<file path="config.mk">
export PLATFORM = sky130hd
export DESIGN_NAME = id_stage
export DESIGN_NICKNAME = d
export VERILOG_FILES = /design/src/rtl/id_pkg.sv /design/src/rtl/decoder_csr.sv /design/src/rtl/decoder_3r.sv /design/src/rtl/decode_merge.sv /design/src/rtl/id_stage.sv
export VERILOG_INCLUDE_DIRS = /design/src /design/src/rtl
export SDC_FILE = /design/constraint.sdc
export NUM_CORES = 1
export LEC_CHECK = 0
export ABC_AREA = 0
export BUFFER_PORTS_ARGS = -buffer_cell sky130_fd_sc_hd__buf_2
export CELL_PAD_IN_SITES_DETAIL_PLACEMENT = 1
export CELL_PAD_IN_SITES_GLOBAL_PLACEMENT = 1
export CORE_MARGIN = 2
export CORE_UTILIZATION = 33
export CTS_CLUSTER_DIAMETER = 30
export CTS_CLUSTER_SIZE = 24
export DETAILED_ROUTE_END_ITERATION = 10
export PLACE_DENSITY = 0.77
export SYNTH_ARGS = -nofsm -noshare
export SYNTH_HDL_FRONTEND = slang
export SYNTH_SLANG_ARGS = --single-unit
export TNS_END_PERCENT = 20
</file>
<file path="constraint.sdc">
create_clock -name clk -period 3.3 [get_ports clk]
set_input_delay 0.66 -clock clk [delete_from_list [all_inputs] [get_ports clk]]
set_output_delay 0.66 -clock clk [all_outputs]
set_load 0.05 [all_outputs]
</file>
<file path="src/rtl/id_defs.svh">
`ifndef ID_DEFS_SVH
`define ID_DEFS_SVH

// Datapath widths
`define ID_INSTR_W      32
`define ID_DATA_W       32
`define ID_ALU_OP_W     8

// GPR address width and the paired read address
`define ID_GPR_AW       5
`define ID_GPR_PAIR_AW  (2 * `ID_GPR_AW)

// csr_num field of the CSR group
`define ID_CSR_NUM_W    14

// Major opcode in bits 31:24 for csrrd, csrwr and csrxchg
`define ID_CSR_OPC      8'h04

// Sub-op chosen by the rj field, anything else is csrxchg
`define ID_CSR_RD_SEL   5'd0
`define ID_CSR_WR_SEL   5'd1

// 3R group, value of bits 31:15
`define ID_OP3R_W       17
`define ID_OP3R_ADD     17'h00020
`define ID_OP3R_SUB     17'h00022
`define ID_OP3R_SLT     17'h00024
`define ID_OP3R_AND     17'h00029
`define ID_OP3R_OR      17'h0002a
`define ID_OP3R_XOR     17'h0002b

`endif

</file>
<file path="src/rtl/id_pkg.sv">
`include "id_defs.svh"

package id_pkg;

    // Opcodes handed to the execute stage
    typedef enum logic [`ID_ALU_OP_W-1:0] {
        ALU_NOP     = 8'h00,
        ALU_ADD     = 8'h01,
        ALU_SUB     = 8'h02,
        ALU_SLT     = 8'h03,
        ALU_AND     = 8'h04,
        ALU_OR      = 8'h05,
        ALU_XOR     = 8'h06,
        // CSR group lives in its own range
        ALU_CSRRD   = 8'h10,
        ALU_CSRWR   = 8'h11,
        ALU_CSRXCHG = 8'h12
    } alu_op_e;

    // One-entry buffer toward execute
    typedef enum logic [0:0] {
        OBUF_EMPTY = 1'b0,
        OBUF_FULL  = 1'b1
    } obuf_state_e;

endpackage

</file>
<file path="src/rtl/decoder_csr.sv">
`include "id_defs.svh"

// CSR group, {opcode[8], csr_num[14], rj[5], rd[5]}
// Purely combinational
module decoder_csr (
    input  logic [`ID_INSTR_W-1:0]     instr_i,

    // High when this decoder claims the instruction
    output logic                       hit_o,

    // GPR read, bit 0 is the first port in the low half of the address
    output logic [1:0]                 rd_valid_o,
    output logic [`ID_GPR_PAIR_AW-1:0] rd_addr_o,

    output logic [`ID_DATA_W-1:0]      imm_o,

    // GPR write to rd
    output logic                       wr_valid_o,
    output logic [`ID_GPR_AW-1:0]      wr_addr_o,

    output id_pkg::alu_op_e            alu_op_o
);

    logic [`ID_GPR_AW-1:0]   rd;
    logic [`ID_GPR_AW-1:0]   rj;
    logic [`ID_CSR_NUM_W-1:0] csr_num;

    assign rd      = instr_i[4:0];
    assign rj      = instr_i[9:5];
    assign csr_num = instr_i[23:10];

    always_comb begin
        // Nothing claimed by default
        hit_o      = 1'b0;
        rd_valid_o = 2'b00;
        rd_addr_o  = '0;
        imm_o      = '0;
        wr_valid_o = 1'b0;
        wr_addr_o  = '0;
        alu_op_o   = id_pkg::ALU_NOP;

        if (instr_i[31:24] == `ID_CSR_OPC) begin
            hit_o      = 1'b1;
            wr_valid_o = 1'b1;
            wr_addr_o  = rd;
            imm_o      = {{(`ID_DATA_W - `ID_CSR_NUM_W){1'b0}}, csr_num};

            // rj picks the flavour
            case (rj)
                `ID_CSR_RD_SEL: begin
                    alu_op_o = id_pkg::ALU_CSRRD;
                end
                `ID_CSR_WR_SEL: begin
                    alu_op_o   = id_pkg::ALU_CSRWR;
                    rd_valid_o = 2'b01;
                    rd_addr_o  = {{`ID_GPR_AW{1'b0}}, rd};
                end
                default: begin
                    // csrxchg, rj doubles as the mask register
                    alu_op_o   = id_pkg::ALU_CSRXCHG;
                    rd_valid_o = 2'b11;
                    rd_addr_o  = {rj, rd};
                end
            endcase
        end
    end

endmodule

</file>
<file path="src/rtl/decoder_3r.sv">
`include "id_defs.svh"

// 3R integer group, {opcode[17], rk[5], rj[5], rd[5]}
// Purely combinational
module decoder_3r (
    input  logic [`ID_INSTR_W-1:0]     instr_i,

    // High when bits 31:15 match one of the six ops
    output logic                       hit_o,

    // GPR read, rj on the first port and rk on the second
    output logic [1:0]                 rd_valid_o,
    output logic [`ID_GPR_PAIR_AW-1:0] rd_addr_o,

    // No immediate in this format
    output logic [`ID_DATA_W-1:0]      imm_o,

    // GPR write to rd
    output logic                       wr_valid_o,
    output logic [`ID_GPR_AW-1:0]      wr_addr_o,

    output id_pkg::alu_op_e            alu_op_o
);

    logic [`ID_GPR_AW-1:0] rd;
    logic [`ID_GPR_AW-1:0] rj;
    logic [`ID_GPR_AW-1:0] rk;
    logic [`ID_OP3R_W-1:0] opc;
    logic                  match;
    id_pkg::alu_op_e       op;

    assign rd  = instr_i[4:0];
    assign rj  = instr_i[9:5];
    assign rk  = instr_i[14:10];
    assign opc = instr_i[31:15];

    // Opcode lookup
    always_comb begin
        match = 1'b1;
        op    = id_pkg::ALU_NOP;
        case (opc)
            `ID_OP3R_ADD: op = id_pkg::ALU_ADD;
            `ID_OP3R_SUB: op = id_pkg::ALU_SUB;
            `ID_OP3R_SLT: op = id_pkg::ALU_SLT;
            `ID_OP3R_AND: op = id_pkg::ALU_AND;
            `ID_OP3R_OR:  op = id_pkg::ALU_OR;
            `ID_OP3R_XOR: op = id_pkg::ALU_XOR;
            default: begin
                match = 1'b0;
            end
        endcase
    end

    // Fields only leave the block on a match
    always_comb begin
        hit_o      = 1'b0;
        rd_valid_o = 2'b00;
        rd_addr_o  = '0;
        imm_o      = '0;
        wr_valid_o = 1'b0;
        wr_addr_o  = '0;
        alu_op_o   = id_pkg::ALU_NOP;

        if (match) begin
            hit_o      = 1'b1;
            rd_valid_o = 2'b11;
            rd_addr_o  = {rk, rj};
            wr_valid_o = 1'b1;
            wr_addr_o  = rd;
            alu_op_o   = op;
        end
    end

endmodule

</file>
<file path="src/rtl/decode_merge.sv">
`include "id_defs.svh"

module decode_merge (
    input  logic                       clk,
    input  logic                       arst_n_i,

    // CSR decoder result
    input  logic                       csr_hit_i,
    input  logic [1:0]                 csr_rd_valid_i,
    input  logic [`ID_GPR_PAIR_AW-1:0] csr_rd_addr_i,
    input  logic [`ID_DATA_W-1:0]      csr_imm_i,
    input  logic                       csr_wr_valid_i,
    input  logic [`ID_GPR_AW-1:0]      csr_wr_addr_i,
    input  id_pkg::alu_op_e            csr_alu_op_i,

    // 3R decoder result
    input  logic                       r3_hit_i,
    input  logic [1:0]                 r3_rd_valid_i,
    input  logic [`ID_GPR_PAIR_AW-1:0] r3_rd_addr_i,
    input  logic [`ID_DATA_W-1:0]      r3_imm_i,
    input  logic                       r3_wr_valid_i,
    input  logic [`ID_GPR_AW-1:0]      r3_wr_addr_i,
    input  id_pkg::alu_op_e            r3_alu_op_i,

    // From fetch
    input  logic                       instr_valid_i,
    input  logic [`ID_INSTR_W-1:0]     pc_i,
    output logic                       instr_ready_o,

    // To execute
    output logic                       dec_valid_o,
    input  logic                       dec_ready_i,
    output logic [`ID_INSTR_W-1:0]     dec_pc_o,
    output logic                       dec_illegal_o,
    output logic [1:0]                 dec_rd_valid_o,
    output logic [`ID_GPR_PAIR_AW-1:0] dec_rd_addr_o,
    output logic [`ID_DATA_W-1:0]      dec_imm_o,
    output logic                       dec_wr_valid_o,
    output logic [`ID_GPR_AW-1:0]      dec_wr_addr_o,
    output id_pkg::alu_op_e            dec_alu_op_o
);

    id_pkg::obuf_state_e        state_q;
    logic                       load;

    logic                       illegal;
    logic [1:0]                 rd_valid;
    logic [`ID_GPR_PAIR_AW-1:0] rd_addr;
    logic [`ID_DATA_W-1:0]      imm;
    logic                       wr_valid;
    logic [`ID_GPR_AW-1:0]      wr_addr;
    id_pkg::alu_op_e            alu_op;

    // Pick whichever decoder claimed it, zeros and NOP if none did
    always_comb begin
        illegal  = 1'b0;
        rd_valid = csr_rd_valid_i;
        rd_addr  = csr_rd_addr_i;
        imm      = csr_imm_i;
        wr_valid = csr_wr_valid_i;
        wr_addr  = csr_wr_addr_i;
        alu_op   = csr_alu_op_i;
        if (r3_hit_i) begin
            rd_valid = r3_rd_valid_i;
            rd_addr  = r3_rd_addr_i;
            imm      = r3_imm_i;
            wr_valid = r3_wr_valid_i;
            wr_addr  = r3_wr_addr_i;
            alu_op   = r3_alu_op_i;
        end else if (!csr_hit_i) begin
            illegal  = 1'b1;
            rd_valid = 2'b00;
            rd_addr  = '0;
            imm      = '0;
            wr_valid = 1'b0;
            wr_addr  = '0;
            alu_op   = id_pkg::ALU_NOP;
        end
    end

    // Accept when empty or when the current entry leaves this cycle
    assign instr_ready_o = (state_q == id_pkg::OBUF_EMPTY) || dec_ready_i;
    assign load          = instr_valid_i && instr_ready_o;
    assign dec_valid_o   = (state_q == id_pkg::OBUF_FULL);

    always_ff @(posedge clk or negedge arst_n_i) begin
        if (!arst_n_i) begin
            state_q <= id_pkg::OBUF_EMPTY;
        end else if (load) begin
            state_q <= id_pkg::OBUF_FULL;
        end else if (dec_ready_i) begin
            state_q <= id_pkg::OBUF_EMPTY;
        end
    end

    // Payload only changes on a load
    always_ff @(posedge clk) begin
        if (load) begin
            dec_pc_o       <= pc_i;
            dec_illegal_o  <= illegal;
            dec_rd_valid_o <= rd_valid;
            dec_rd_addr_o  <= rd_addr;
            dec_imm_o      <= imm;
            dec_wr_valid_o <= wr_valid;
            dec_wr_addr_o  <= wr_addr;
            dec_alu_op_o   <= alu_op;
        end
    end

    // The two instruction groups must not overlap
    a_one_hit: assert property (@(posedge clk) disable iff (!arst_n_i)
        !(csr_hit_i && r3_hit_i));

    // Held result under back-pressure
    a_hold: assert property (@(posedge clk) disable iff (!arst_n_i)
        dec_valid_o && !dec_ready_i |=> dec_valid_o
            && $stable({dec_pc_o, dec_illegal_o, dec_rd_valid_o, dec_rd_addr_o})
            && $stable({dec_imm_o, dec_wr_valid_o, dec_wr_addr_o, dec_alu_op_o}));

    a_rst_empty: assert property (@(posedge clk) !arst_n_i |=> !dec_valid_o);

endmodule

</file>
<file path="src/rtl/id_stage.sv">
`include "id_defs.svh"

// Decode stage top, both decoders side by side feeding the merge buffer
module id_stage (
    input  logic                       clk,
    input  logic                       arst_n_i,

    input  logic                       instr_valid_i,
    input  logic [`ID_INSTR_W-1:0]     instr_i,
    input  logic [`ID_INSTR_W-1:0]     pc_i,
    output logic                       instr_ready_o,

    output logic                       dec_valid_o,
    input  logic                       dec_ready_i,
    output logic [`ID_INSTR_W-1:0]     dec_pc_o,
    output logic                       dec_illegal_o,
    output logic [1:0]                 dec_rd_valid_o,
    output logic [`ID_GPR_PAIR_AW-1:0] dec_rd_addr_o,
    output logic [`ID_DATA_W-1:0]      dec_imm_o,
    output logic                       dec_wr_valid_o,
    output logic [`ID_GPR_AW-1:0]      dec_wr_addr_o,
    output id_pkg::alu_op_e            dec_alu_op_o
);

    logic                       csr_hit;
    logic [1:0]                 csr_rd_valid;
    logic [`ID_GPR_PAIR_AW-1:0] csr_rd_addr;
    logic [`ID_DATA_W-1:0]      csr_imm;
    logic                       csr_wr_valid;
    logic [`ID_GPR_AW-1:0]      csr_wr_addr;
    id_pkg::alu_op_e            csr_alu_op;

    logic                       r3_hit;
    logic [1:0]                 r3_rd_valid;
    logic [`ID_GPR_PAIR_AW-1:0] r3_rd_addr;
    logic [`ID_DATA_W-1:0]      r3_imm;
    logic                       r3_wr_valid;
    logic [`ID_GPR_AW-1:0]      r3_wr_addr;
    id_pkg::alu_op_e            r3_alu_op;

    decoder_csr u_decoder_csr (
        .instr_i    (instr_i),
        .hit_o      (csr_hit),
        .rd_valid_o (csr_rd_valid),
        .rd_addr_o  (csr_rd_addr),
        .imm_o      (csr_imm),
        .wr_valid_o (csr_wr_valid),
        .wr_addr_o  (csr_wr_addr),
        .alu_op_o   (csr_alu_op)
    );

    decoder_3r u_decoder_3r (
        .instr_i    (instr_i),
        .hit_o      (r3_hit),
        .rd_valid_o (r3_rd_valid),
        .rd_addr_o  (r3_rd_addr),
        .imm_o      (r3_imm),
        .wr_valid_o (r3_wr_valid),
        .wr_addr_o  (r3_wr_addr),
        .alu_op_o   (r3_alu_op)
    );

    decode_merge u_decode_merge (
        .clk            (clk),
        .arst_n_i       (arst_n_i),
        .csr_hit_i      (csr_hit),
        .csr_rd_valid_i (csr_rd_valid),
        .csr_rd_addr_i  (csr_rd_addr),
        .csr_imm_i      (csr_imm),
        .csr_wr_valid_i (csr_wr_valid),
        .csr_wr_addr_i  (csr_wr_addr),
        .csr_alu_op_i   (csr_alu_op),
        .r3_hit_i       (r3_hit),
        .r3_rd_valid_i  (r3_rd_valid),
        .r3_rd_addr_i   (r3_rd_addr),
        .r3_imm_i       (r3_imm),
        .r3_wr_valid_i  (r3_wr_valid),
        .r3_wr_addr_i   (r3_wr_addr),
        .r3_alu_op_i    (r3_alu_op),
        .instr_valid_i  (instr_valid_i),
        .pc_i           (pc_i),
        .instr_ready_o  (instr_ready_o),
        .dec_valid_o    (dec_valid_o),
        .dec_ready_i    (dec_ready_i),
        .dec_pc_o       (dec_pc_o),
        .dec_illegal_o  (dec_illegal_o),
        .dec_rd_valid_o (dec_rd_valid_o),
        .dec_rd_addr_o  (dec_rd_addr_o),
        .dec_imm_o      (dec_imm_o),
        .dec_wr_valid_o (dec_wr_valid_o),
        .dec_wr_addr_o  (dec_wr_addr_o),
        .dec_alu_op_o   (dec_alu_op_o)
    );

endmodule

</file>
==> results.json, run 1 <==
{
  "grt_max_degree": 70,
  "stdcell_area_um2": 3710,
  "endpoint_kind": "register",
  "vias_per_cell": 4.50,
  "synth_commonest_cells": "edfxtp_1 (69), buf_4 (22), and2_1 (15)",
  "maxCapViolations": 0,
  "irDropWorstVdd_mv": 0.230,
  "grt_pass1_vias": 1914,
  "dpl_worst_slack_ns": 0.900,
  "n_antenna_cell": 0,
  "critPathLaunchType": "input port",
  "ys_types": 35,
  "cts_resized": 0,
  "timing.final.ws_setup_ns": 1.25,
  "io_pins": 161,
  "routabilityCongestion": 0.819,
  "fin_tns_setup_ns": 0,
  "path_cells": "buf_2 -> nor3_1 -> nand4_2 -> a211oi_4 -> a22o_1",
  "die-height_um": 95.1,
  "clockBufferDepth": 2,
  "yosysMostFrequentCell": "edfxtp_1",
  "slew_headroom_pct": 43.4,
  "antenna_found_initial": 0,
  "fin_crit_sh_pct": 62.2,
  "tightest_slew_ns": 0.849,
  "whs_ns": 0.0887,
  "status": "complete, no violations",
  "cts.sinks": 70,
  "fillerInstances": 872,
  "path_depth": 5,
  "hpwlAfterDp_um": 5540,
  "yosysSeqAreaShare_pct": 76.5,
  "post_cts_buffers": 0,
  "rows": 33,
  "synth.avg_cell_area_um2": 17.1,
  "cp_top_family": "compound AO/OA/AOI/OAI gates",
  "report.final.slew_viol_count": 0,
  "synth_area_um2": 2740,
  "reg2regPathDepth": 3,
  "cpMaxStageDelayCell": "a211oi_4",
  "fin_worst_skew_ns": 0.0117,
  "dpl_cell_area_um2": 3470,
  "cts_tree": "done",
  "final_layout_size_suffix_gt1_share_pct": 52.3,
  "setup_viol": 0,
  "ctsHoldBuffers": 0,
  "grt_use_total_pct": 17.2,
  "wl_per_cell_um": 18.7,
  "synth_compound_area_share_pct": 7.07,
  "fin_nets": 373,
  "min_period_ns": 2.05,
  "max_freq_mhz": 488,
  "synth_fa_ha_area_share_pct": 0,
  "clkLatencyLatePin_ns": 0.35,
  "via_count": 1866,
  "die_w_um": 95.1,
  "port_buffers": 138,
  "synth_top_family_by_area": "simple AND/OR/NAND/NOR gates",
  "worstPathRequired_ns": 3.51,
  "hold_violations": 0,
  "start_util_pct": 33.7,
  "p_leak_nw": 1.64,
  "detail_route.wirelength_um": 7750,
  "synth_edf_count": 69,
  "overflow": 0,
  "rsz0062_at_grt": "false",
  "critical_path_buf_inv_count": 1,
  "drt-pass1-iter-count": 4,
  "crit_fanout": 19,
  "area_delta_synth_final_pct": 35.4,
  "clk_pin_slew_ns": 0.07,
  "critical_path_class": "input port to register",
  "synth.area.mux_share_pct": 0,
  "cts_buffers": 9,
  "synthSimpleGateAreaFrac_pct": 8.67,
  "yosys.area_share.xor_xnor_pct": 0.319,
  "h-tree-depth": 3,
  "synth_warnings": 0,
  "synth_seq_cells": 70,
  "arrival_ns": 2.26,
  "p_per_area_nw_per_um2": 592,
  "max_stage_delay_ns": 0.63,
  "syn_inst": 160,
  "grt_pass1_wl_um": 10700,
  "cts-root-buf": "clkbuf_8",
  "synth_top_area_share_pct": 75.6,
  "die_area_um2": 9050,
  "synth_top_area_cell": "edfxtp_1",
  "hold_class": "input port to asynchronous set/reset pin",
  "core_area_um2": 8130,
  "drt_iter0_drc": 84,
  "ys_async_sr_fraction_pct": 1.43,
  "postRouteAntennaNets": 0,
  "synth_top_flop_cell": "edfxtp_1",
  "drc_errors": 0,
  "synth_area_leaders": "edfxtp_1 (76%), buf_4 (6.0%), and2_1 (3.4%), a22o_1 (2.6%), o21a_1 (1.6%)"
}
## layer usage
metal,global-route usage [%],up-vias,wire length (um)
li1,-,845,-
met1,16.1,891,2520
met2,31.5,115,4110
met3,7.67,15,914
met4,8.09,0,201
met5,0,-,0
## registers in the layout (all words and copies together) (netlist names)
name and cells:
u_decode_merge.dec_pc_o 32, u_decode_merge.dec_imm_o 14, u_decode_merge.dec_rd_addr_o 10, u_decode_merge.dec_wr_addr_o 5, u_decode_merge.dec_alu_op_o 4, u_decode_merge.dec_rd_valid_o 2, u_decode_merge.dec_illegal_o 1, u_decode_merge.dec_valid_o 1
u_decode_merge.dec_wr_valid_o 1
## power by group
part / internal, mW / switching, mW / total, mW
Combinational: 0.0618 / 0.265 / 0.327
Clock: 0.506 / 0.331 / 0.837
Sequential: 1.02 / 0.0122 / 1.03
## metrics by stage
stage | instances | power [mW] | utilization (%)
2_1_floorplan | 181 | 1.30 | -
3_3_place_gp | 399 | 1.37 | 42.6
3_5_place_dp | 399 | 1.38 | 42.6
4_1_cts | 415 | 2.22 | 45.6
5_1_grt | 415 | 2.27 | 45.6
6_report | 415 | 2.20 | 45.6
## layout by cell type, fill, tap and decap left out, types with 2 or more instances in the layout
cell and count:
o21a_1 6, bufinv_16 3, and2_1 14, conb_1 22, nor2_1 4, buf_4 2, buf_2 138, clkbuf_8 9
edfxtp_1 69, clkinv_4 2, nor3_1 2, nand2b_1 3, a22o_1 8, inv_1 2, nand2_1 2
## area by class of cell
class | instances | area (um2) | area share (%)
inverters | 2 | 7.51 | 0.202
flip-flops and latches | 70 | 2100 | 56.5
repair buffers | 140 | 706 | 19.0
clock buffers | 9 | 124 | 3.34
well taps | 105 | 131 | 3.54
clock inverters | 7 | 121 | 3.27
multi-input cells | 82 | 524 | 14.1
## worst paths after layout
check                                                             from                                         to  slack, ns
worst min-delay path                                          arst_n_i     u_decode_merge.dec_valid_o$_DFFE_PN0P_       0.09
worst min register to register  u_decode_merge.dec_valid_o$_DFFE_PN0P_     u_decode_merge.dec_valid_o$_DFFE_PN0P_       0.68
worst max-delay path                                       instr_i[24]  u_decode_merge.dec_rd_addr_o[8]$_DFFE_PP_       1.25
min in group clk                                              pc_i[22]      u_decode_merge.dec_pc_o[22]$_DFFE_PP_       0.47
max in group asynchronous                                     arst_n_i     u_decode_merge.dec_valid_o$_DFFE_PN0P_       3.11
worst max register to register  u_decode_merge.dec_valid_o$_DFFE_PN0P_       u_decode_merge.dec_pc_o[0]$_DFFE_PP_       1.55
## cells by family (layout without fill, tap and decap cells)
family                 Yosys count  count (layout)
XOR/XNOR                         1               1
flip-flops                      70              70
other                            1              22
buffers and inverters           29             158
AO/OA/AOI/OAI                   23              23
AND/OR/NAND/NOR                 36              36
Power figures use the tool's default switching activity.
==> run 2: changes to the inputs <==
Settings changed: CORE_UTILIZATION 33 to 30, PLACE_DENSITY 0.77 to 0.73.
Clock period 3.3 ns to 1.8 ns, I/O delays scaled along.
==> run 2 against run 1 <==
Effect of this change:
- register-to-register slack worse by 1.0 ns
- count of clock-buffer cells in the layout stayed put
- first-iteration DRC count is 20% higher
- cell count increased by 2.9%
- largest cell class unchanged
- non-clock buffer count is 9 higher
- power increased by 78%
- via count up 0.16%
- design area rose by 3.0%
- worst setup slack lost 0.91 ns
==> results.json, run 2 (synthesized netlist as in run 1, its figures left out) <==
{
  "start_util_pct": 31.1,
  "reg_top3": "u_decode_merge.dec_pc_o (32), u_decode_merge.dec_imm_o (14), u_decode_merge.dec_rd_addr_o (10)",
  "hpwlAfterDp_um": 5560,
  "cts_tree": "done",
  "layout_common_cells": "buf_2 (138), edfxtp_1 (69), conb_1 (22)",
  "rows": 34,
  "core_area_um2": 8810,
  "max_freq_mhz": 685,
  "top_register": "u_decode_merge.dec_pc_o",
  "busiest_layer": "met2",
  "r2r_start": "u_decode_merge.dec_valid_o$_DFFE_PN0P_",
  "clkLatencyLatePin_ns": 0.34,
  "irDropWorstVdd_mv": 0.339,
  "reg2reg_setup_slack_ns": 0.53,
  "post_cts_buffers": 0,
  "fin_nets": 382,
  "critPathLaunchType": "register",
  "overflow": 0,
  "area_delta_synth_final_pct": 39.4,
  "grt_max_degree": 48,
  "maxCapViolations": 0,
  "multiInputGateArea_um2": 533,
  "r2r_end": "u_decode_merge.dec_pc_o[13]$_DFFE_PP_",
  "setup_viol": 0,
  "fillerInstances": 944,
  "wl_per_cell_um": 16.7,
  "critical_path_class": "register to output pin",
  "cts-root-buf": "clkbuf_8",
  "final_common_cell": "buf_2",
  "rsz0062_at_grt": "false",
  "worstPathRequired_ns": 1.44,
  "min_period_ns": 1.46,
  "fin_worst_skew_ns": 0.00686,
  "min_to": "u_decode_merge.dec_pc_o[11]$_DFFE_PP_",
  "port_buffers": 138,
  "grt_util_met2_pct": 26.8,
  "vias_per_cell": 4.38,
  "via_count": 1869,
  "cts_buffers": 9,
  "status": "complete, no violations",
  "p_per_area_nw_per_um2": 1020,
  "drc_errors": 0,
  "postRouteAntennaNets": 0,
  "largest_register_ff_count": 32,
  "fin_crit_sh_pct": 81.1,
  "detail_route.wirelength_um": 7140,
  "crit_fanout": 3,
  "clk_pin_slew_ns": 0.08,
  "die-height_um": 99.6,
  "antenna_found_initial": 0,
  "h-tree-depth": 3,
  "grt_use_total_pct": 14.4,
  "use_met1_pct": 14.9,
  "routabilityCongestion": 0.824,
  "report.final.slew_viol_count": 0,
  "fin_tns_setup_ns": 0,
  "arrival_ns": 1.10,
  "drt_iter0_drc": 101,
  "p_leak_nw": 1.69,
  "grt_pass1_wl_um": 10600,
  "cts_resized": 0,
  "endpoint_kind": "output pin",
  "hold_class": "input port to register",
  "met3_usage_pct": 4.36,
  "hold_violations": 0,
  "die_w_um": 99.6,
  "cts.sinks": 70,
  "io_pins": 161,
  "grt_pass1_vias": 1928,
  "drt-pass1-iter-count": 4,
  "n_antenna_cell": 0,
  "power_mw": 3.91,
  "ctsHoldBuffers": 1,
  "final_layout_size_suffix_gt1_share_pct": 53.9,
  "whs_path_depth": 1,
  "clockBufferDepth": 2,
  "worstHoldStart": "pc_i[11]",
  "reg2regPathDepth": 3,
  "seqCellArea_um2": 2100,
  "die_area_um2": 9920
}
## run 2: changes by cell type in the layout (fill, tap and decap cells not counted)
cell / previous run / this run
buf_12: 0 / 4
nand2b_1: 3 / 2
and2_4: 0 / 1
dfrtp_1: 1 / 0
buf_4: 2 / 6
bufinv_16: 3 / 2
dlygate4sd3_1: 0 / 1
nand2b_4: 0 / 1
and2_2: 1 / 0
clkinvlp_4: 0 / 2
dfrtp_2: 0 / 1
clkinv_4: 2 / 1
## run 2: power breakdown
part,switching (mW),internal [mW],leakage [nW]
registers,0.0203,1.87,0.685
clock network,0.612,0.784,0.106
logic,0.488,0.134,0.894
total,1.12,2.79,1.69
## run 2: critical path, cell delays in order (launching register included)
cell and delay [ns]:
dfrtp_2 0.43, nand2b_4 0.08, buf_2 0.26
## run 2: through the flow
step           std cells  hold WS [ns]  area (um2)  setup WS [ns]  utilization (%)
2_1_floorplan        181        0.0644        2830         0.0812                -
6_report             427         0.187        3820          0.340             43.4
3_5_place_dp         410         0.137        3590        0.00906             40.8
3_3_place_gp         410         0.136        3590         0.0341             40.8
5_1_grt              427         0.172        3820          0.299             43.4
4_1_cts              427         0.172        3820          0.317             43.4
## run 2: final cells by class
type | instances | share of cell area [%]
clock buffer | 9 | 3.24
clock inverter | 7 | 2.55
inverter | 2 | 0.196
multi-input combinational | 82 | 13.9
sequential | 70 | 54.9
tap | 108 | 3.54
timing repair buffer | 149 | 21.6
## run 2: how the worst max path moves through the flow
| stage | start | slack (ns) | depth (start not counted) | endpoint |
|---|---|---|---|---|
| after floorplan | u_decode_merge.dec_valid_o$_DFFE_PN0P_ | 0.08 | 2 | u_decode_merge.dec_alu_op_o[0]$_DFFE_PP_ |
| after global placement | instr_i[6] | 0.03 | 4 | u_decode_merge.dec_rd_valid_o[0]$_SDFFCE_PP1P_ |
| after detailed placement | instr_i[6] | 0.009 | 4 | u_decode_merge.dec_rd_valid_o[0]$_SDFFCE_PP1P_ |
| after CTS | u_decode_merge.dec_valid_o$_DFFE_PN0P_ | 0.32 | 2 | instr_ready_o |
| after global routing | instr_i[27] | 0.30 | 6 | u_decode_merge.dec_rd_addr_o[3]$_DFFE_PP_ |
| final | u_decode_merge.dec_valid_o$_DFFE_PN0P_ | 0.34 | 2 | instr_ready_o |
## run 2: routing by layer
metal	part of all wire (%)	up-vias
li1	-	862
met1	36	883
met2	53	114
met3	9.6	10
met4	1.6	0
met5	0	-
